`src/logic/accel_pkg.sv`:
```
`default_nettype none

package accel_pkg;

    localparam int VEC_LEN   = 4;   // Vector elements and output rows
    localparam int DATA_W    = 8;   // Signed input and weight elements
    localparam int ACC_W     = 20;  // Dot results and output accumulators
    localparam int ROW_W     = 2;   // Row index
    localparam int NUM_SLOTS = 3;   // Weight row slots

    // Slot a dot unit is working on
    typedef enum logic [1:0] {
        FREE = 2'd0,
        W1   = 2'd1,
        W2   = 2'd2,
        W3   = 2'd3
    } t_buffer_sel;

    typedef logic signed [DATA_W-1:0] t_elem;
    typedef logic signed [ACC_W-1:0]  t_acc;

    typedef t_elem [VEC_LEN-1:0] t_vector;      // 32 bits
    typedef t_acc  [VEC_LEN-1:0] t_out_vector;  // 80 bits

    typedef struct packed {
        logic [ROW_W-1:0] row_idx;  // Output row the result lands in
        t_vector          weights;
    } t_weight_row;

    // One-hot slot mask for a selection, bit 0 is W1
    function automatic logic [NUM_SLOTS-1:0] slot_mask(input t_buffer_sel sel);
        logic [NUM_SLOTS-1:0] mask;
        mask = '0;
        if (sel != FREE) begin
            mask[int'(sel) - 1] = 1'b1;
        end
        return mask;
    endfunction

endpackage

`default_nettype wire

```
`src/logic/input_buffer.sv`:
```
`timescale 1ns/1ps
`default_nettype none

module input_buffer
    import accel_pkg::*;
(
    input  logic        Clock,
    input  logic        rst,
    input  logic        load_input,
    input  logic        end_input,
    input  t_vector     input_data,
    input  logic        move_out_to_in,
    input  t_out_vector out_vector,
    output t_vector     in_vector,
    output logic        in_use_by_accel
);

    // Clamp an accumulator to the signed element range
    function automatic t_elem saturate(input t_acc value);
        t_acc hi;
        t_acc lo;
        hi = t_acc'(2 ** (DATA_W - 1) - 1);
        lo = -t_acc'(2 ** (DATA_W - 1));
        if (value > hi) begin
            return t_elem'(hi);
        end else if (value < lo) begin
            return t_elem'(lo);
        end
        return t_elem'(value);
    endfunction

    always_ff @(posedge Clock) begin
        if (rst) begin
            in_use_by_accel <= 1'b0;
        end else if (load_input) begin
            in_use_by_accel <= 1'b1;
        end else if (end_input) begin
            in_use_by_accel <= 1'b0;
        end
    end

    // Host load wins over a move in the same cycle
    always_ff @(posedge Clock) begin
        if (rst) begin
            in_vector <= '0;
        end else if (load_input) begin
            in_vector <= input_data;
        end else if (move_out_to_in) begin
            for (int i = 0; i < VEC_LEN; i++) begin
                in_vector[i] <= saturate(out_vector[i]);  // Chain into next layer
            end
        end
    end

endmodule

`default_nettype wire

```
`src/logic/weight_slots.sv`:
```
`timescale 1ns/1ps
`default_nettype none

module weight_slots
    import accel_pkg::*;
(
    input  logic                 Clock,
    input  logic                 rst,
    input  logic                 weight_load,
    input  t_buffer_sel          weight_slot,
    input  t_weight_row          weight_data,
    input  logic [NUM_SLOTS-1:0] slot_release,
    input  t_buffer_sel          assign_m1,
    input  t_buffer_sel          assign_m2,
    output logic [NUM_SLOTS-1:0] slot_in_use,
    output t_weight_row          row_m1,
    output t_weight_row          row_m2
);

    t_weight_row          rows [NUM_SLOTS];
    logic [NUM_SLOTS-1:0] wr_mask;  // Accepted host write, one-hot
    logic [NUM_SLOTS-1:0] m1_sel;
    logic [NUM_SLOTS-1:0] m2_sel;

    // Writes to FREE or to a busy slot drop out here
    assign wr_mask = weight_load ? (slot_mask(weight_slot) & ~slot_in_use) : '0;

    assign m1_sel = slot_mask(assign_m1);
    assign m2_sel = slot_mask(assign_m2);

    always_ff @(posedge Clock) begin
        if (rst) begin
            slot_in_use <= '0;
        end else begin
            slot_in_use <= (slot_in_use & ~slot_release) | wr_mask;
        end
    end

    always_ff @(posedge Clock) begin
        for (int i = 0; i < NUM_SLOTS; i++) begin
            if (wr_mask[i]) begin
                rows[i] <= weight_data;
            end
        end
    end

    // One-hot read mux per unit
    always_comb begin
        row_m1 = '0;  // Unassigned unit sees zeros
        row_m2 = '0;
        for (int i = 0; i < NUM_SLOTS; i++) begin
            if (m1_sel[i]) begin
                row_m1 = rows[i];
            end
            if (m2_sel[i]) begin
                row_m2 = rows[i];
            end
        end
    end

endmodule

`default_nettype wire

```
`src/logic/mul_controller.sv`:
```
`timescale 1ns/1ps
`default_nettype none

module mul_controller
    import accel_pkg::*;
(
    input  logic                 Clock,
    input  logic                 rst,
    input  logic                 in_use_by_accel,
    input  logic [NUM_SLOTS-1:0] slot_in_use,
    input  logic                 out_valid_m1,
    input  logic                 out_valid_m2,
    input  logic                 done_layer,
    output t_buffer_sel          assign_m1,
    output t_buffer_sel          assign_m2,
    output logic                 start_m1,
    output logic                 start_m2,
    output logic [NUM_SLOTS-1:0] slot_release,
    output logic                 clear_output,
    output logic                 move_out_to_in
);

    logic [NUM_SLOTS-1:0] avail;
    t_buffer_sel          pick_m1;
    t_buffer_sel          pick_m2;
    logic                 in_use_q;
    logic                 done_layer_q;

    // Lowest-numbered candidate slot, FREE when none
    function automatic t_buffer_sel lowest_slot(input logic [NUM_SLOTS-1:0] cand);
        t_buffer_sel pick;
        pick = FREE;
        for (int i = NUM_SLOTS - 1; i >= 0; i--) begin
            if (cand[i]) begin
                pick = t_buffer_sel'(i + 1);
            end
        end
        return pick;
    endfunction

    // Slots being released this cycle are still flagged, so mask them out
    assign avail = slot_in_use & ~slot_release;

    always_comb begin
        pick_m1 = FREE;
        pick_m2 = FREE;
        if (in_use_by_accel && assign_m1 == FREE) begin
            pick_m1 = lowest_slot(avail & ~slot_mask(assign_m2));  // Unit 1 first
        end
        if (in_use_by_accel && assign_m2 == FREE) begin
            pick_m2 = lowest_slot(avail & ~slot_mask(assign_m1) & ~slot_mask(pick_m1));
        end
    end

    always_ff @(posedge Clock) begin
        if (rst) begin
            assign_m1    <= FREE;
            assign_m2    <= FREE;
            start_m1     <= 1'b0;
            start_m2     <= 1'b0;
            slot_release <= '0;
        end else begin
            start_m1 <= (pick_m1 != FREE);
            start_m2 <= (pick_m2 != FREE);

            // Finished unit hands its slot back next cycle
            slot_release <= (out_valid_m1 ? slot_mask(assign_m1) : '0)
                          | (out_valid_m2 ? slot_mask(assign_m2) : '0);

            if (out_valid_m1) begin
                assign_m1 <= FREE;
            end else if (pick_m1 != FREE) begin
                assign_m1 <= pick_m1;
            end

            if (out_valid_m2) begin
                assign_m2 <= FREE;
            end else if (pick_m2 != FREE) begin
                assign_m2 <= pick_m2;
            end
        end
    end

    // Rising edges of the in-use level and done_layer
    always_ff @(posedge Clock) begin
        if (rst) begin
            in_use_q       <= 1'b0;
            done_layer_q   <= 1'b0;
            clear_output   <= 1'b0;
            move_out_to_in <= 1'b0;
        end else begin
            in_use_q       <= in_use_by_accel;
            done_layer_q   <= done_layer;
            clear_output   <= in_use_by_accel && !in_use_q;  // New input, fresh outputs
            move_out_to_in <= done_layer && !done_layer_q;
        end
    end

endmodule

`default_nettype wire

```
`src/logic/dot_unit.sv`:
```
`timescale 1ns/1ps
`default_nettype none

module dot_unit
    import accel_pkg::*;
(
    input  logic             Clock,
    input  logic             rst,
    input  logic             start,
    input  t_weight_row      row,
    input  t_vector          in_vector,
    output logic             out_valid,
    output logic [ACC_W-1:0] result,
    output logic [ROW_W-1:0] result_row
);

    t_weight_row                row_q;     // Latched on start
    t_acc                       acc;
    logic [ROW_W-1:0]           elem_cnt;  // Element being processed
    logic                       busy;
    logic                       last_elem;
    logic signed [2*DATA_W-1:0] product;

    assign last_elem = (elem_cnt == ROW_W'(VEC_LEN - 1));

    // Full-precision signed product of the current element pair
    assign product = row_q.weights[elem_cnt] * in_vector[elem_cnt];

    always_ff @(posedge Clock) begin
        if (rst) begin
            busy      <= 1'b0;
            elem_cnt  <= '0;
            out_valid <= 1'b0;
        end else begin
            out_valid <= busy && last_elem;  // One cycle after the last MAC
            if (start) begin
                busy     <= 1'b1;
                elem_cnt <= '0;
            end else if (busy) begin
                elem_cnt <= elem_cnt + 1'b1;
                if (last_elem) begin
                    busy <= 1'b0;
                end
            end
        end
    end

    always_ff @(posedge Clock) begin
        if (start) begin
            row_q <= row;
            acc   <= '0;
        end else if (busy) begin
            acc <= acc + t_acc'(product);  // Sign-extended into the accumulator
        end
    end

    assign result     = acc;
    assign result_row = row_q.row_idx;

endmodule

`default_nettype wire

```
`src/logic/output_buffer.sv`:
```
`timescale 1ns/1ps
`default_nettype none

module output_buffer
    import accel_pkg::*;
(
    input  logic             Clock,
    input  logic             rst,
    input  logic             clear_output,
    input  logic             valid_a,
    input  logic [ACC_W-1:0] result_a,
    input  logic [ROW_W-1:0] row_a,
    input  logic             valid_b,
    input  logic [ACC_W-1:0] result_b,
    input  logic [ROW_W-1:0] row_b,
    output t_out_vector      out_vector
);

    t_out_vector add_a;  // Port A contribution per row
    t_out_vector add_b;

    // Steer each result to its row, zero elsewhere
    always_comb begin
        for (int i = 0; i < VEC_LEN; i++) begin
            add_a[i] = (valid_a && row_a == ROW_W'(i)) ? result_a : '0;
            add_b[i] = (valid_b && row_b == ROW_W'(i)) ? result_b : '0;
        end
    end

    // Clear beats any addition in the same cycle
    always_ff @(posedge Clock) begin
        if (rst || clear_output) begin
            out_vector <= '0;
        end else begin
            for (int i = 0; i < VEC_LEN; i++) begin
                out_vector[i] <= out_vector[i] + add_a[i] + add_b[i];  // Same row sums both
            end
        end
    end

endmodule

`default_nettype wire

```
`src/logic/accel_core.sv`:
```
`timescale 1ns/1ps
`default_nettype none

module accel_core
    import accel_pkg::*;
(
    input  logic                 Clock,
    input  logic                 rst,
    input  logic                 load_input,
    input  logic                 end_input,
    input  t_vector              input_data,
    input  logic                 weight_load,
    input  t_buffer_sel          weight_slot,
    input  t_weight_row          weight_data,
    input  logic                 done_layer,
    output logic [NUM_SLOTS-1:0] weight_in_use,
    output t_out_vector          out_vector,
    output logic                 in_use_by_accel
);

    t_vector              in_vector;
    logic [NUM_SLOTS-1:0] slot_release;
    t_buffer_sel          assign_m1;
    t_buffer_sel          assign_m2;
    logic                 start_m1;
    logic                 start_m2;
    t_weight_row          row_m1;
    t_weight_row          row_m2;
    logic                 out_valid_m1;
    logic                 out_valid_m2;
    logic [ACC_W-1:0]     result_m1;
    logic [ACC_W-1:0]     result_m2;
    logic [ROW_W-1:0]     result_row_m1;
    logic [ROW_W-1:0]     result_row_m2;
    logic                 clear_output;
    logic                 move_out_to_in;

    input_buffer input_buffer_inst (
        .Clock           (Clock),
        .rst             (rst),
        .load_input      (load_input),
        .end_input       (end_input),
        .input_data      (input_data),
        .move_out_to_in  (move_out_to_in),
        .out_vector      (out_vector),
        .in_vector       (in_vector),
        .in_use_by_accel (in_use_by_accel)
    );

    // Slot flags double as the host's weight_in_use status
    weight_slots weight_slots_inst (
        .Clock        (Clock),
        .rst          (rst),
        .weight_load  (weight_load),
        .weight_slot  (weight_slot),
        .weight_data  (weight_data),
        .slot_release (slot_release),
        .assign_m1    (assign_m1),
        .assign_m2    (assign_m2),
        .slot_in_use  (weight_in_use),
        .row_m1       (row_m1),
        .row_m2       (row_m2)
    );

    mul_controller mul_controller_inst (
        .Clock           (Clock),
        .rst             (rst),
        .in_use_by_accel (in_use_by_accel),
        .slot_in_use     (weight_in_use),
        .out_valid_m1    (out_valid_m1),
        .out_valid_m2    (out_valid_m2),
        .done_layer      (done_layer),
        .assign_m1       (assign_m1),
        .assign_m2       (assign_m2),
        .start_m1        (start_m1),
        .start_m2        (start_m2),
        .slot_release    (slot_release),
        .clear_output    (clear_output),
        .move_out_to_in  (move_out_to_in)
    );

    dot_unit dot_m1 (
        .Clock      (Clock),
        .rst        (rst),
        .start      (start_m1),
        .row        (row_m1),
        .in_vector  (in_vector),
        .out_valid  (out_valid_m1),
        .result     (result_m1),
        .result_row (result_row_m1)
    );

    dot_unit dot_m2 (
        .Clock      (Clock),
        .rst        (rst),
        .start      (start_m2),
        .row        (row_m2),
        .in_vector  (in_vector),
        .out_valid  (out_valid_m2),
        .result     (result_m2),
        .result_row (result_row_m2)
    );

    output_buffer output_buffer_inst (
        .Clock        (Clock),
        .rst          (rst),
        .clear_output (clear_output),
        .valid_a      (out_valid_m1),
        .result_a     (result_m1),
        .row_a        (result_row_m1),
        .valid_b      (out_valid_m2),
        .result_b     (result_m2),
        .row_b        (result_row_m2),
        .out_vector   (out_vector)
    );

endmodule

`default_nettype wire

```
`config.mk`:
```
export PLATFORM = sky130hd
export DESIGN_NAME = accel_core
export DESIGN_NICKNAME = d
export VERILOG_FILES = /design/src/logic/accel_pkg.sv /design/src/logic/input_buffer.sv /design/src/logic/weight_slots.sv /design/src/logic/mul_controller.sv /design/src/logic/dot_unit.sv /design/src/logic/output_buffer.sv /design/src/logic/accel_core.sv
export SDC_FILE = /design/constraint.sdc
export NUM_CORES = 1
export LEC_CHECK = 0
export BUFFER_PORTS_ARGS = -buffer_cell sky130_fd_sc_hd__buf_2
export CELL_PAD_IN_SITES_DETAIL_PLACEMENT = 0
export CELL_PAD_IN_SITES_GLOBAL_PLACEMENT = 1
export CORE_ASPECT_RATIO = 0.75
export CORE_MARGIN = 1.5
export CORE_UTILIZATION = 50
export CTS_CLUSTER_DIAMETER = 200
export DETAILED_ROUTE_END_ITERATION = 12
export GPL_TIMING_DRIVEN = 1
export PLACE_DENSITY = 0.81
export SETUP_SLACK_MARGIN = 0.2
export SYNTH_ARGS = -nofsm -noshare
export SYNTH_HDL_FRONTEND = slang
export SYNTH_SLANG_ARGS = --single-unit
```
`constraint.sdc`:
```
create_clock -name Clock -period 8.55 [get_ports Clock]
set_clock_uncertainty 0.15 [all_clocks]
set_input_delay 0.4275 -clock Clock [delete_from_list [all_inputs] [get_ports Clock]]
set_output_delay 0.4275 -clock Clock [all_outputs]
set_load 0.01 [all_outputs]
```
# Word level (Yosys, flattened, before mapping)

Memory sizes are Yosys's and may differ from the RTL's.
Index checks and enable logic that the tools add are counted.

Register bits: 245
RAM bits: 102
Input bits: 74
Output and inout bits: 84
Logic and storage cells: 236
Memories: 1

Add/subtract/negate cells: 16
$mul: 2
Order comparisons: 18
Eq/ne operators: 8
Multiplexer cells: 104
Bitwise logic cells: 12
Reductions and logical operators: 38

Memories:

| name                   | depth | width | read ports | clocked after memory_dff | wr ports | line               | source |
|---|---|---|---|---|---|---|---|
| weight_slots_inst.rows | 3     | 34    | 3          | 0                        | 1        | weight_slots.sv:20 | `t_weight_row rows [NUM_SLOTS];` |

Operator list:

| kind                  | number |
|---|---|
| $mux W34              | 8 |
| $add A20 B20 Y20      | 8 |
| $mux W20              | 8 |
| $ge A32 B1 Y1 const B | 4 |
| $lt A32 B4 Y1 const B | 4 |
| $mux W8               | 16 |
| $gt A20 B8 Y1 const B | 4 |
| $lt A20 B8 Y1 const B | 4 |
| $reduce_or A34 Y1     | 2 |
| $bmux W8 S2           | 4 |
| $mux W32              | 2 |
| $add A20 B16 Y20      | 2 |
| $mux W1               | 40 |
| $mux W3               | 12 |
| $mul A8 B8 Y16        | 2 |
| $mux W2               | 10 |
| $logic_and A1 B1 Y1   | 18 |
| $and A3 B3 Y3         | 5 |
| $not A3 Y3            | 5 |
| $reduce_bool A2 Y1    | 7 |
| $eq A2 B2 Y1 const B  | 6 |
| $sub A2 B1 Y3 const B | 4 |
| $demux W1 S2          | 4 |
| $logic_not A2 Y1      | 4 |
| 7 further kinds       | 15 |

# Logic depth before layout (Yosys ltp)

Word-level depth: 27
Mapped depth: 22
Depth with buffers taken out: 20

# Hierarchy

A second synthesis with hierarchy kept.

Cell total of the unflattened synthesis: 2593
Area, all modules: 27706.6 um^2

By module, submodules not included:

| module            | times used | cells each | area an instance (um^2) | seq. area each (um^2) |
|---|---|---|---|---|
| output_buffer     | 1          | 963        | 8303.0                  | 1601.5 |
| dot_unit (dot_m2) | 1          | 513        | 5873.1                  | 1501.4 |
| dot_unit (dot_m1) | 1          | 519        | 5825.6                  | 1501.4 |
| weight_slots      | 1          | 279        | 5078.6                  | 3123.0 |
| input_buffer      | 1          | 244        | 1971.9                  | 660.6 |
| mul_controller    | 1          | 75         | 654.4                   | 260.2 |

# Worst setup path before layout

No wires, ideal clock.

Kind: reg2reg
Start: reg dot_m2.elem_cnt[0]
End: reg dot_m2.acc[19], in the netlist dot_m2.result[19]
Setup time: 0.131 ns
Arrival time: 5.676 ns
Data required time: 8.269 ns
Setup slack: 2.594 ns
Cell stages (with the launch flop): 20
Buffers on the path: 2
Clock period less this slack: 5.956 ns
Path through: dfxtp_1 > buf_2 > buf_4 > mux4_2 > and2_1 > fa_1 > inv_1 > fa_1 > inv_1 > fa_1 > fa_1 > ha_1 > ha_1 > and2_1 > or2_2 > a21o_1 > a311oi_1 > o21ai_0 > xnor2_1 > o22ai_1

Word-level cells in the longest chain between the ends: 4
Elaborated cells on any way between the ends: 6
Those cells by class: 1 x add/sub; 1 x mul; 4 x mux

RTL lines:

| item                          | line           | source |
|---|---|---|
| start, declared               | dot_unit.sv:19 | `logic [ROW_W-1:0] elem_cnt;` |
| start signal, assigned        | dot_unit.sv:40 | `elem_cnt <= elem_cnt + 1'b1;` |
| $bmux W8 S2                   | dot_unit.sv:27 | `assign product = row_q.weights[elem_cnt] * in_vector[elem_cnt];` |
| $mux W8 (implied by the code) | dot_unit.sv:27 |  |
| $mul A8 B8 Y16 (*)            | dot_unit.sv:27 |  |
| $add A20 B16 Y20 (*)          | dot_unit.sv:53 | `acc <= acc + t_acc'(product);` |
| end signal, assigned          | dot_unit.sv:53 |  |
| end, declared                 | dot_unit.sv:18 | `t_acc acc;` |

Every way passes the cells marked *; elsewhere a longest branch is shown, timed or not. The select of a mux whose other input is x is not followed.
A chain may end at the register's enable or synchronous reset.

# Worst setup path after layout

Start: reg dot_m1.elem_cnt[1]
End: reg dot_m1.acc[19], in the netlist dot_m1.result[19]

Word-level cells in the longest chain between the ends: 4
Elaborated cells on any way between the ends: 6
Those cells by class: 1 x add/sub; 1 x mul; 4 x mux

RTL lines:

| item                          | line |
|---|---|
| start, declared               | dot_unit.sv:19 |
| start signal, assigned        | dot_unit.sv:40 |
| $bmux W8 S2                   | dot_unit.sv:27 |
| $mux W8 (implied by the code) | dot_unit.sv:27 |
| $mul A8 B8 Y16 (*)            | dot_unit.sv:27 |
| $add A20 B16 Y20 (*)          | dot_unit.sv:53 |
| end signal, assigned          | dot_unit.sv:53 |
| end, declared                 | dot_unit.sv:18 |

Marks and branches as above.

==> metrics.md <==
| Metric | Value |
|---|---|
| Slowest CP cell | `dfxtp_1` |
| Total wire length | `80800 microns` |
| Yosys reg bits | `347` |
| Initial DRC Count | `1947` |
| Cts bufs inserted | `40` |
| P_leak | `13.6 nW` |
| Port bufs | `157` |
| DRC viols | `0` |
| First-pass iteration count of the detailed router | `5` |
| H-tree depth | `2` |
| Hold crit path type | `in2reg` |
| Crit Path Category | `reg2reg` |
| P per Cell Area | `227 mW/mm^2` |
| Share of layout cells above drive strength 1 | `0.133` |
| Most frequent CP cell | `fa_1` |
| Via density | `5.69` |
| Root buffer cell | `clkbuf_16` |
| Critical path launch point | `dot_m1.elem_cnt[1]$_SDFFE_PP0P_` |
| FMAX | `151 MHz` |
| Starting Density | `0.507` |
| Netlist Area Pre-Place | `0.0268 sq mm` |
| Most frequent cells in the layout | `417 x inv_1, 269 x nand2_1, 256 x fa_1, 207 x nor2_1, 175 x dfxtp_1` |
| Core Box Area | `0.0530 sq mm` |
| Commonest non-fill, non-tap cell in the layout | `inv_1` |
| Synth Instances | `2674` |
| Crit-path max cell delay | `0.88 ns` |
| Worst-Margin Slew | `1.18 ns` |
| Crit-path max FO | `19` |
| Clk pin slew, worst setup/hold paths | `0.07 ns` |
| Post-synthesis sequential area ratio | `0.322` |
| EDFF count, synth | `170` |
| Largest net degree at the start of global routing | `67` |
| Syn avg cell area | `10.0 sq um` |
| Final nets | `3351` |
| FP Rows | `73` |
| Vias | `20500` |
| Worst VDD drop | `0.000205 V` |
| Initial antenna violation count | `6` |
| Crit-path cells | `mux4_2 > and2_1 > inv_1 > fa_1 > inv_1 > fa_1 > fa_1 > fa_1 > fa_1 > ha_1 > nor4_1 > o21ai_2 > a22oi_1 > and3_1 > a21oi_1 > xnor2_1 > a211oi_1` |
| Chip Height | `204 microns` |
| Count of final setup violators | `0` |
| Post-Syn Nets | `3170` |
| Synth cell types | `73` |
| Run status | `finished clean` |
| Io pins | `158` |
| Post-route ant nets | `0` |
| Yosys warnings | `0` |
| Setup repair bufs after CTS | `0` |
| CTS Sinks | `347` |
| Final Instance Area | `0.0302 sq mm` |
| Resized cells post-CTS | `0` |
| Hold Buf Count CTS | `45` |
| CP startpoint kind | `flip-flop` |
| Top_reg_cell synth | `dfxtp_1` |
| Final Hold Fails | `0` |
| Die Wd | `271 microns` |
| Ys async rst share | `0` |
| Clock Path Buffers | `3` |
| Setup TNS | `0 ns` |
| Worst hold start | `input_data[17]` |
| Max Cap Viol | `0` |
| Placer Congestion | `0.930` |
| Period minus WS final | `6.62 ns` |
| CTS tree | `done` |
| Placed Area | `0.0284 sq mm` |
| Slew Limit Fails | `0` |
| Synth-to-Final Area Change | `12.5%` |
| Vias in the first global route | `20100` |
| RSZ-0062 raised after global routing | `false` |
| Required time of the critical path | `8.87 ns` |
| Crit end category | `flip-flop` |
| Worst EP arrival | `6.94 ns` |
| Worst flop-to-flop path startpoint | `dot_m1.elem_cnt[1]$_SDFFE_PP0P_` |
| Final cycle utilization of the critical path | `0.774` |
| Routed length per instance | `22.4 microns` |
| DIE AREA | `0.0551 sq mm` |
| Wire length of the first global-routing pass | `123000 microns` |
| Gr ovfl total | `0` |
| GRT Util Overall | `0.297` |
| DP HPWL | `61700 microns` |
| Clk Latency, worst-skew pair | `0.61 ns` |
| Relative slew margins | `0.205` |
==> synth_stat cells (all sizes together), types with 4 or more instances <==
library cell | n | share of area
a22o | 68 | 0.022
mux2i | 34 | 0.013
nor3 | 30 | 0.0056
o21bai | 12 | 0.0034
o21ai | 52 | 0.010
a41oi | 4 | 0.0013
buf | 31 | 0.0052
a31oi | 15 | 0.0035
o31ai | 10 | 0.0028
fa | 256 | 0.19
clkbuf | 58 | 0.0081
a21o | 37 | 0.010
nor2b | 16 | 0.0037
edfxtp | 170 | 0.19
nand2b | 18 | 0.0042
nand2 | 269 | 0.038
nand3 | 21 | 0.0039
a211oi | 49 | 0.014
mux4 | 30 | 0.025
inv | 418 | 0.058
mux2 | 70 | 0.029
o21a | 19 | 0.0054
and3 | 14 | 0.0033
or2 | 10 | 0.0023
a21oi | 105 | 0.020
o211ai | 8 | 0.0022
ha | 166 | 0.077
dfxtp | 177 | 0.13
a21boi | 6 | 0.0020
o22ai | 4 | 0.00093
xnor2 | 67 | 0.022
nor4 | 17 | 0.0040
nor2 | 209 | 0.029
and2 | 88 | 0.021
nor3b | 16 | 0.0048
or3 | 7 | 0.0016
nand4 | 18 | 0.0042
xor2 | 34 | 0.011
==> cells by family after synthesis <==
family	Yosys count	synth area share
AOI/OAI and AO/OA	416	0.108
xor gates and xnor gates	101	0.0330
adders and majority gates	422	0.268
buffers and inverters	507	0.0718
DFF	347	0.322
muxes	134	0.0672
and+or+nand+nor	747	0.129
==> power breakdown <==
| group | switching (mW) | internal [mW] |
|---|---|---|
| clock | 0.761 | 1.01 |
| combinational | 1.54 | 1.22 |
| sequential | 0.461 | 1.87 |
==> sequential cells by signal, summed over array words and instances, names as in the netlist, 2 cells and up <==
register	count
weight_slots_inst.rows	102
output_buffer_inst.out_vector	80
dot_m1.row_q	32
dot_m2.row_q	32
input_buffer_inst.in_vector	32
dot_m1.result	20
dot_m2.result	20
mul_controller_inst.slot_release	3
weight_slots_inst.slot_in_use	3
dot_m1.elem_cnt	2
dot_m1.result_row	2
dot_m2.elem_cnt	2
dot_m2.result_row	2
mul_controller_inst.assign_m1	2
mul_controller_inst.assign_m2	2
==> metrics by stage <==
step                      utilization  hold slack, ns  instances  worst slack [ns]  total power [mW]
final                           0.570          0.0356       3599              1.93              6.87
after global routing            0.570          0.0357       3599              1.47              7.34
after CTS                       0.570         0.00151       3598              1.91              6.88
after detailed placement        0.536           0.231       3480              1.92              5.08
after global placement          0.536           0.222       3480              2.06              5.03
after floorplan                     -           0.217       2674              2.59              4.17
==> area by class of cell <==
class	instances	area (sq um)
fillers	4643	22800
multi-input cells	1820	16300
flip-flops and latches	347	8650
inverters	418	1570
repair buffers	228	1430
clock buffers	62	1160
well taps	712	891
clock inverters	11	181
diodes	1	2.50
==> path summary, 6_finish.rpt <==
kind                                                                       to  slack [ns]  depth (start not counted)
worst max-delay path                           dot_m1.result[19]$_SDFFE_PP0P_        1.93                         17
worst min-delay path             input_buffer_inst.in_vector[17]$_SDFFE_PP0P_        0.04                          3
worst max register to register                 dot_m1.result[19]$_SDFFE_PP0P_        1.93                         17
worst min register to register  mul_controller_inst.move_out_to_in$_SDFF_PP0_        0.23                          1
==> worst max-delay path: cells and delay by family (launching register included) <==
family | cells | cell delay (ns)
adders and majority gates | 6 | 2.77
and+or+nand+nor | 3 | 1.16
DFF | 1 | 0.88
AOI/OAI and AO/OA | 4 | 0.75
muxes | 1 | 0.48
buffers and inverters | 2 | 0.20
xor gates and xnor gates | 1 | 0.13
==> layer usage <==
metal  GRT usage  vias up  wire, microns
li1            -     9321              -
met1       0.448    10300          36700
met2       0.427      816          34200
met3      0.0746       90           8320
met4      0.0658        2           1500
met5           0        -             12
(Power assumes the default switching activity.)
